==> src/soc_config.svh <==
`ifndef SOC_CONFIG_SVH
`define SOC_CONFIG_SVH

////////////////////////////////////////////////////////////
// Bus geometry
////////////////////////////////////////////////////////////

`define SOC_DATA_W        32              // Core data word

// Address map seen by the core
`define SOC_DM_LIMIT      32'h0000_3000   // Data memory is below this
`define SOC_TC0_BASE      32'h0000_7f00
`define SOC_TC1_BASE      32'h0000_7f10
`define SOC_INT_ACK_ADDR  32'h0000_7f20   // Interrupt acknowledge write

////////////////////////////////////////////////////////////
// Timer register offsets inside a 16 byte window
////////////////////////////////////////////////////////////

`define TC_CTRL_OFS       4'h0
`define TC_PRESET_OFS     4'h4
`define TC_COUNT_OFS      4'h8            // Read only

`endif

==> src/bus_pkg.sv <==
package bus_pkg;

`include "soc_config.svh"

    // Target of a decoded core access
    typedef enum logic [1:0] {
        REG_DM,
        REG_TC0,
        REG_TC1,
        REG_NONE
    } bus_region_e;

    // Registered request as seen by memory and timers
    typedef struct packed {
        logic                       valid;
        logic                       write;
        bus_region_e                region;
        logic [`SOC_DATA_W-1:0]     addr;    // Word aligned
        logic [`SOC_DATA_W-1:0]     wdata;
        logic [`SOC_DATA_W/8-1:0]   byteen;
    } bus_req_t;

    typedef struct packed {
        logic                       valid;
        logic [`SOC_DATA_W-1:0]     rdata;
    } bus_resp_t;

    // Byte lane merge for masked register writes
    function automatic logic [`SOC_DATA_W-1:0] merge_bytes(
        input logic [`SOC_DATA_W-1:0]   old_w,
        input logic [`SOC_DATA_W-1:0]   new_w,
        input logic [`SOC_DATA_W/8-1:0] be
    );
        logic [`SOC_DATA_W-1:0] res;
        res = old_w;
        for (int i = 0; i < `SOC_DATA_W/8; i++) begin
            if (be[i]) res[8*i +: 8] = new_w[8*i +: 8];
        end
        return res;
    endfunction

endpackage

==> src/timer_pkg.sv <==
package timer_pkg;

    ////////////////////////////////////////////////////////////
    // Timer control register and FSM encodings
    ////////////////////////////////////////////////////////////

    typedef enum logic [1:0] {
        MODE_ONESHOT = 2'd0,   // Stop and hold irq at zero
        MODE_RELOAD  = 2'd1    // One cycle irq then restart
    } tc_mode_e;

    typedef enum logic [1:0] {
        ST_IDLE,
        ST_LOAD,
        ST_COUNT,
        ST_INT
    } tc_state_e;

    // Control word layout
    // bit 3 irq_mask
    // bits 2:1 mode
    // bit 0 enable
    typedef struct packed {
        logic     irq_mask;
        tc_mode_e mode;
        logic     enable;
    } tc_ctrl_t;

endpackage

==> src/bus_req_stage.sv <==
`timescale 1ns/1ps
`include "soc_config.svh"

module bus_req_stage import bus_pkg::*; (
    input  logic                     clk,
    input  logic                     rst_n,
    input  logic [`SOC_DATA_W-1:0]   cpu_addr,
    input  logic [`SOC_DATA_W-1:0]   cpu_wdata,
    input  logic [`SOC_DATA_W/8-1:0] cpu_byteen,
    input  logic                     cpu_re,
    output bus_req_t                 req
);

    ////////////////////////////////////////////////////////////
    // Address decode
    ////////////////////////////////////////////////////////////

    // Timer windows only map ctrl, preset and count
    function automatic logic in_timer(
        input logic [`SOC_DATA_W-1:0] a,
        input logic [`SOC_DATA_W-1:0] base
    );
        return ((a & ~32'hf) == base) && (a[3:2] != 2'b11);
    endfunction

    function automatic bus_region_e decode(input logic [`SOC_DATA_W-1:0] a);
        if (a < `SOC_DM_LIMIT) return REG_DM;
        if (in_timer(a, `SOC_TC0_BASE)) return REG_TC0;
        if (in_timer(a, `SOC_TC1_BASE)) return REG_TC1;
        return REG_NONE;
    endfunction

    bus_req_t req_next;
    logic     is_write;

    assign is_write = |cpu_byteen;   // Any lane set means store

    always_comb begin
        req_next.valid  = is_write | cpu_re;
        req_next.write  = is_write;
        req_next.region = decode(cpu_addr);
        req_next.addr   = {cpu_addr[`SOC_DATA_W-1:2], 2'b00};
        req_next.wdata  = cpu_wdata;
        req_next.byteen = cpu_byteen;
    end

    ////////////////////////////////////////////////////////////
    // Request register
    ////////////////////////////////////////////////////////////

    always_ff @(posedge clk) begin
        req.region <= req_next.region;
        req.addr   <= req_next.addr;
        req.wdata  <= req_next.wdata;
        if (!rst_n) begin
            req.valid  <= 1'b0;
            req.write  <= 1'b0;
            req.byteen <= '0;
        end else begin
            req.valid  <= req_next.valid;   // Low on idle cycles
            req.write  <= req_next.write;
            req.byteen <= req_next.byteen;
        end
    end

endmodule

==> src/timer_counter.sv <==
`timescale 1ns/1ps
`include "soc_config.svh"

module timer_counter import bus_pkg::*; import timer_pkg::*; (
    input  logic                   clk,
    input  logic                   rst_n,
    input  bus_req_t               req,
    input  logic                   sel,     // Region match from the top
    output logic [`SOC_DATA_W-1:0] rdata,
    output logic                   irq
);

    tc_ctrl_t               ctrl;
    logic [`SOC_DATA_W-1:0] preset;
    logic [`SOC_DATA_W-1:0] count;
    tc_state_e              state;

    logic     wr;
    logic     wr_ctrl;
    logic     wr_preset;
    logic     reload;
    tc_ctrl_t ctrl_wdata;

    assign wr         = sel && req.valid && req.write;
    assign wr_ctrl    = wr && (req.addr[3:0] == `TC_CTRL_OFS) && req.byteen[0];
    assign wr_preset  = wr && (req.addr[3:0] == `TC_PRESET_OFS);
    assign ctrl_wdata = tc_ctrl_t'(req.wdata[3:0]);
    assign reload     = (ctrl.mode == MODE_RELOAD);

    ////////////////////////////////////////////////////////////
    // Counter FSM and register writes
    ////////////////////////////////////////////////////////////

    always_ff @(posedge clk) begin
        if (!rst_n) begin
            ctrl   <= '0;
            preset <= '0;
            count  <= '0;
            state  <= ST_IDLE;
            irq    <= 1'b0;
        end else begin
            case (state)
                ST_LOAD: begin
                    count <= preset;
                    state <= ST_COUNT;
                end
                ST_COUNT: begin
                    if (count == '0) begin
                        state <= ST_INT;
                        irq   <= ctrl.irq_mask;
                        if (reload) count <= preset;   // Next period starts now
                    end else begin
                        count <= count - 1'b1;
                    end
                end
                ST_INT: begin
                    if (!reload) begin
                        ctrl.enable <= 1'b0;   // One shot is done
                        state       <= ST_IDLE;
                    end else if (count == '0) begin
                        irq <= ctrl.irq_mask;  // Zero preset fires every cycle
                    end else begin
                        irq   <= 1'b0;
                        count <= count - 1'b1;
                        state <= ST_COUNT;
                    end
                end
                default: state <= ST_IDLE;
            endcase

            // Bus writes win over the FSM
            if (wr_preset) begin
                preset <= merge_bytes(preset, req.wdata, req.byteen);
                irq    <= 1'b0;
            end
            if (wr_ctrl) begin
                ctrl  <= ctrl_wdata;
                irq   <= 1'b0;
                state <= ctrl_wdata.enable ? ST_LOAD : ST_IDLE;
            end
        end
    end

    ////////////////////////////////////////////////////////////
    // Register read
    ////////////////////////////////////////////////////////////

    always_comb begin
        case (req.addr[3:0])
            `TC_CTRL_OFS:   rdata = {{(`SOC_DATA_W-4){1'b0}}, ctrl};
            `TC_PRESET_OFS: rdata = preset;
            `TC_COUNT_OFS:  rdata = count;
            default:        rdata = '0;
        endcase
    end

endmodule

==> src/bus_resp_stage.sv <==
`timescale 1ns/1ps
`include "soc_config.svh"

module bus_resp_stage import bus_pkg::*; (
    input  logic                     clk,
    input  logic                     rst_n,
    input  bus_req_t                 req,
    input  logic [`SOC_DATA_W-1:0]   mem_rdata,
    input  logic [`SOC_DATA_W-1:0]   tc0_rdata,
    input  logic [`SOC_DATA_W-1:0]   tc1_rdata,
    input  logic                     int_ack,
    input  logic                     ext_int,
    output logic [`SOC_DATA_W-1:0]   mem_addr,
    output logic [`SOC_DATA_W-1:0]   mem_wdata,
    output logic [`SOC_DATA_W/8-1:0] mem_byteen,
    output bus_resp_t                resp,
    output logic [`SOC_DATA_W-1:0]   int_addr,
    output logic [`SOC_DATA_W/8-1:0] int_byteen
);

    logic                   is_dm;
    logic                   ack_hit;
    logic [`SOC_DATA_W-1:0] rd_next;

    ////////////////////////////////////////////////////////////
    // Data memory port
    ////////////////////////////////////////////////////////////

    assign is_dm      = req.valid && (req.region == REG_DM);
    assign mem_addr   = is_dm ? req.addr : '0;
    assign mem_wdata  = is_dm ? req.wdata : '0;
    assign mem_byteen = (is_dm && req.write) ? req.byteen : '0;

    // Acknowledge store while the core takes the external interrupt
    assign ack_hit    = int_ack && ext_int;
    assign int_addr   = ack_hit ? `SOC_INT_ACK_ADDR : '0;
    assign int_byteen = ack_hit ? 4'b0001 : 4'b0000;

    ////////////////////////////////////////////////////////////
    // Read return
    ////////////////////////////////////////////////////////////

    always_comb begin
        case (req.region)
            REG_DM:  rd_next = mem_rdata;
            REG_TC0: rd_next = tc0_rdata;
            REG_TC1: rd_next = tc1_rdata;
            default: rd_next = '0;          // Unmapped reads
        endcase
    end

    always_ff @(posedge clk) begin
        resp.rdata <= rd_next;
        if (!rst_n) resp.valid <= 1'b0;
        else        resp.valid <= req.valid && !req.write;
    end

endmodule

==> src/soc_bus_top.sv <==
`timescale 1ns/1ps
`include "soc_config.svh"

module soc_bus_top import bus_pkg::*; (
    input  logic                     clk,
    input  logic                     rst_n,
    input  logic [`SOC_DATA_W-1:0]   cpu_addr,
    input  logic [`SOC_DATA_W-1:0]   cpu_wdata,
    input  logic [`SOC_DATA_W/8-1:0] cpu_byteen,
    input  logic                     cpu_re,
    input  logic                     int_ack,   // Core is servicing an interrupt
    input  logic                     ext_int,
    input  logic [`SOC_DATA_W-1:0]   mem_rdata,
    output logic [`SOC_DATA_W-1:0]   mem_addr,
    output logic [`SOC_DATA_W-1:0]   mem_wdata,
    output logic [`SOC_DATA_W/8-1:0] mem_byteen,
    output logic [`SOC_DATA_W-1:0]   cpu_rdata,
    output logic                     rdata_valid,
    output logic [`SOC_DATA_W-1:0]   int_addr,
    output logic [`SOC_DATA_W/8-1:0] int_byteen,
    output logic [5:0]               hw_int
);

    bus_req_t               req;
    bus_resp_t              resp;
    logic [`SOC_DATA_W-1:0] tc0_rdata;
    logic [`SOC_DATA_W-1:0] tc1_rdata;
    logic                   irq0;
    logic                   irq1;

    bus_req_stage i_req (
        .clk, .rst_n, .cpu_addr, .cpu_wdata, .cpu_byteen, .cpu_re, .req
    );

    ////////////////////////////////////////////////////////////
    // Timers
    ////////////////////////////////////////////////////////////

    timer_counter i_tc0 (
        .clk, .rst_n, .req,
        .sel   (req.region == REG_TC0),
        .rdata (tc0_rdata),
        .irq   (irq0)
    );

    timer_counter i_tc1 (
        .clk, .rst_n, .req,
        .sel   (req.region == REG_TC1),
        .rdata (tc1_rdata),
        .irq   (irq1)
    );

    bus_resp_stage i_resp (
        .clk, .rst_n, .req, .mem_rdata, .tc0_rdata, .tc1_rdata, .int_ack, .ext_int,
        .mem_addr, .mem_wdata, .mem_byteen, .resp, .int_addr, .int_byteen
    );

    assign cpu_rdata   = resp.rdata;
    assign rdata_valid = resp.valid;
    assign hw_int      = {3'b000, ext_int, irq1, irq0};   // Upper lines unused

endmodule

==> config.mk <==
export PLATFORM = sky130hd
export DESIGN_NAME = soc_bus_top
export DESIGN_NICKNAME = d
export VERILOG_FILES = /design/src/bus_pkg.sv /design/src/timer_pkg.sv /design/src/bus_req_stage.sv /design/src/timer_counter.sv /design/src/bus_resp_stage.sv /design/src/soc_bus_top.sv
export VERILOG_INCLUDE_DIRS = /design/src /design/src/src
export SDC_FILE = /design/constraint.sdc
export NUM_CORES = 1
export LEC_CHECK = 0
export BUFFER_PORTS_ARGS = -buffer_cell sky130_fd_sc_hd__buf_4
export CAP_MARGIN = 20
export CORE_UTILIZATION = 55
export DETAILED_ROUTE_END_ITERATION = 10
export PLACE_DENSITY = 0.8
export SLEW_MARGIN = 20
export SYNTH_ARGS = -nofsm -noshare
export SYNTH_HDL_FRONTEND = slang
export SYNTH_HIERARCHICAL = 1
export SYNTH_SLANG_ARGS = --single-unit
export TNS_END_PERCENT = 10
==> constraint.sdc <==
create_clock -name clk -period 3.5 [get_ports clk]
set_input_delay 0.175 -clock clk [delete_from_list [all_inputs] [get_ports clk]]
set_output_delay 0.175 -clock clk [all_outputs]
set_load 0.02 [all_outputs]
==> impl_metrics.py <==
metrics = {
    "finish": {
        "final_nets": 1751,
        "syn2layout_area_growth_pct": 29.0,
        "utilization_pct": 72.5,
        "fillCellCount": 1483,
        "drive_above_1_share_pct": 20.4,
    },
    "grt": {
        "grt_pass1_vias": 11500,
        "grt_max_degree": 51,
        "grt_first_pass_wirelength_um": 65700,
        "track_usage_pct": 38.3,
        "grt_overflow_total": 0,
        "antenna_found_initial": 2,
    },
    "setup_path": {
        "crit_slowest_cell": "or2_2",
        "cp_num_buf_inv": 1,
        "r2r-end": "i_tc0/count[9]$_SDFFE_PN0P_",
        "required_ns": 3.94,
        "cp-start-kind": "flip-flop",
        "critPathMaxFanout": 34,
        "worstPathArrival_ns": 3.29,
        "rrSetupSlack_ns": 0.66,
        "crit_family": "simple AND/OR/NAND/NOR gates",
        "critPathKind": "reg2reg",
        "cp-end-kind": "flip-flop",
        "reg2regPathDepth": 8,
        "slowest_delay_ns": 0.63,
        "crit_chain": "inv_1 > ha_1 > nor3b_1 > nand4_1 > a2111oi_2 > or2_2 > a21oi_1 > nor4_1",
        "regToRegStartpoint": "i_tc0/count[0]$_SDFFE_PN0P_",
    },
    "placement": {
        "dp_hpwl_um": 27100,
        "place.port_buffers": 213,
        "dp_slack_ns": 0.741,
        "gp_congestion": 0.934,
    },
    "yosys": {
        "ys_seq_area_share_pct": 41.5,
        "synth_largest_area_cell": "dfxtp_1",
        "synth_top_flop_cell": "dfxtp_1",
        "synth_edf_count": 0,
        "synth_warnings": 6,
        "syn-cell-area_um2": 11800,
        "yosysUniqueCellTypes": 78,
        "synthArstFlopShare_pct": 0,
        "synthCells": 1389,
        "synth-seq-cells": 245,
        "synthTopCellsByArea": "dfxtp_1, a21oi_1, nand2_1",
        "synth_top_area_share_pct": 41.5,
        "synth_area_per_cell_um2": 8.51,
    },
    "worst_hold_path": {
        "hold-path-endpoint": "i_resp/resp[14]$_DFF_P_",
        "min_path_cells": 3,
        "worstHoldPathType": "in2reg",
        "min_from": "mem_rdata[14]",
    },
    "clocking": {
        "clock-sinks": 245,
        "cts-root-buf": "clkbuf_16",
        "cts_tree": "built",
        "clk_pin_slew_ns": 0.06,
        "cts-buffers-inserted": 26,
        "clk_latency_ns": 0.54,
        "postCtsResizedCells": 0,
        "htreeDepth": 1,
        "clockBufferDepth": 3,
    },
    "sta": {
        "period_needed_ns": 2.84,
        "finalSetupTns_ns": 0,
        "clock-skew-final_ns": 0.0189,
        "relSlewSlack_pct": 32.9,
        "fin_ws_ns": 0.655,
        "fin_hold_ws_ns": 0.0305,
        "rsz0062_at_grt": "false",
        "worst_slew_pin_slew_ns": 0.997,
        "slew_viol_final": 0,
        "hold_viol_final": 0,
        "fin_crit_sh_pct": 81.3,
        "setup_violations": 0,
        "max_freq_ghz": 0.352,
    },
    "power_and_ir_drop": {
        "vdd_drop_max_v": 0.000371,
        "finalPower_uw": 6170,
        "leakagePower_uw": 0.00627,
        "powerDensity_nw_per_um2": 405,
    },
    "route": {
        "first_pass_iters": 6,
        "routed_via_density": 6.31,
        "ant_nets": 0,
        "wl_um": 42600,
        "wire_per_inst_um": 22.0,
        "drc_errors": 0,
        "drtIter0Drc": 1478,
        "vias": 12200,
    },
    "floorplanning": {
        "coreArea_um2": 21000,
        "die_area_um2": 22100,
        "fp.dieW_um": 149,
        "num_io_pins": 248,
        "chipHeight_um": 149,
        "placementRows": 53,
        "start_util_pct": 56.2,
    },
    "flow_run": {
        "maxCapViolations": 0,
    },
    "run_status": {
        "outcome": "complete, no violations",
    },
}
[worst max-delay path by stage]
stage,cells past startpoint,endpoint,slack (ns),startpoint
2_1_floorplan,8,i_tc0/count[8]$_SDFFE_PN0P_,1.07,i_tc0/count[0]$_SDFFE_PN0P_
5_1_grt,8,i_tc0/count[19]$_SDFFE_PN0P_,0.47,i_tc0/count[0]$_SDFFE_PN0P_
3_3_place_gp,8,i_tc0/count[9]$_SDFFE_PN0P_,0.81,i_tc0/count[0]$_SDFFE_PN0P_
4_1_cts,8,i_tc0/count[9]$_SDFFE_PN0P_,0.71,i_tc0/count[0]$_SDFFE_PN0P_
6_report,8,i_tc0/count[9]$_SDFFE_PN0P_,0.66,i_tc0/count[0]$_SDFFE_PN0P_
3_5_place_dp,8,i_tc0/count[9]$_SDFFE_PN0P_,0.74,i_tc0/count[0]$_SDFFE_PN0P_
[power breakdown]
part | internal, µW | total [µW] | switching, µW
logic | 169 | 334 | 165
registers | 2830 | 2900 | 64.8
clock network | 1760 | 2940 | 1180
total | 4760 | 6170 | 1410
[final cells by class]
class                           instances  area [µm²]  area share [%]
Sequential cell                       245        4910            32.2
Multi-Input combinational cell       1016        6200            40.7
Timing Repair Buffer                  343        2840            18.6
Inverter                               11        41.3           0.271
Clock inverter                         13         179            1.17
Antenna cell                            1        2.50          0.0164
Tap cell                              275         344            2.26
Clock buffer                           33         727            4.77
[worst min-delay path, cell delays in order]
cell and delay [ns]:
buf_4 0.09, mux2i_1 0.05, o2bb2ai_1 0.20
[metrics by stage]
step / area [µm²] / std cells
after floorplan: 11900 / 1418
after global placement: 13400 / 1794
after detailed placement: 13400 / 1794
after CTS: 15200 / 1936
after global routing: 15200 / 1936
final: 15200 / 1937
[cell usage after synthesis, drive strengths merged, types with 3 or more instances]
| library cell | instances |
|---|---|
| nand3 | 100 |
| conb | 3 |
| buf | 83 |
| nand2b | 7 |
| o41ai | 3 |
| o2111ai | 3 |
| a21oi | 144 |
| ha | 3 |
| a211oi | 4 |
| or4 | 8 |
| nor3b | 7 |
| o22ai | 8 |
| mux2i | 37 |
| nor2 | 58 |
| nor3 | 58 |
| o21ai | 51 |
| and2 | 87 |
| a21o | 7 |
| nor4 | 30 |
| nor2b | 4 |
| inv | 10 |
| nand2 | 157 |
| nand4 | 14 |
| o2bb2ai | 32 |
| or3 | 7 |
| o31ai | 6 |
| a31oi | 6 |
| and3 | 7 |
| clkbuf | 63 |
| o32ai | 9 |
| a31o | 3 |
| o21a | 4 |
| dfxtp | 245 |
| o211ai | 11 |
| nor4b | 8 |
| a22o | 56 |
| a2111oi | 9 |
| a22oi | 8 |
| o31a | 5 |
[placed cells by master (no fill, tap or decap), types with 9 or more instances in the layout]
| master | instances |
|---|---|
| a2111oi_2 | 9 |
| a21oi_1 | 144 |
| a22o_1 | 55 |
| and2_1 | 86 |
| buf_4 | 245 |
| clkbuf_16 | 26 |
| conb_1 | 32 |
| dfxtp_1 | 244 |
| dlygate4sd3_1 | 96 |
| inv_1 | 10 |
| mux2i_1 | 37 |
| nand2_1 | 157 |
| nand3_1 | 98 |
| nand4_1 | 13 |
| nor2_1 | 58 |
| nor3_1 | 54 |
| nor4_1 | 22 |
| o211ai_1 | 10 |
| o21ai_0 | 44 |
| o2bb2ai_1 | 32 |
| o32ai_1 | 9 |
[state kept, by name, summed over array words and instances (netlist names), 2 cells and up]
register,count
i_tc0/ctrl,4
i_tc1/preset,32
i_tc1/state,2
i_tc0/preset,32
i_tc0/state,2
i_tc1/count,32
i_req/req,70
i_tc1/ctrl,4
i_resp/resp,33
i_tc0/count,32
[timing repair]
action                                 CTS  global route
endpoints found under the hold margin   96             0
setup endpoints to repair                0             0
setup buffers                            0             0
hold buffers                            96             0
[layer usage]
layer	global-route usage, %	routed length [µm]	share of wire (%)	up-vias
met4	22.7	2800	6.6	0
met3	6.35	4310	10	158
met2	61.7	19400	46	835
met5	0	0	0	-
met1	48.2	16100	38	5737
li1	-	-	-	5490
[kinds of logic after synthesis]
group,after synthesis,share of synthesized area (%)
AOI/OAI and AO/OA,377,22.0
muxes,38,3.23
and+or+nand+nor,565,25.6
DFF,245,41.5
buffers and inverters,157,7.14
adders and majority gates,3,0.318
xor gates and xnor gates,1,0.0742
other,3,0.0953
Power figures use the tool's default switching activity.
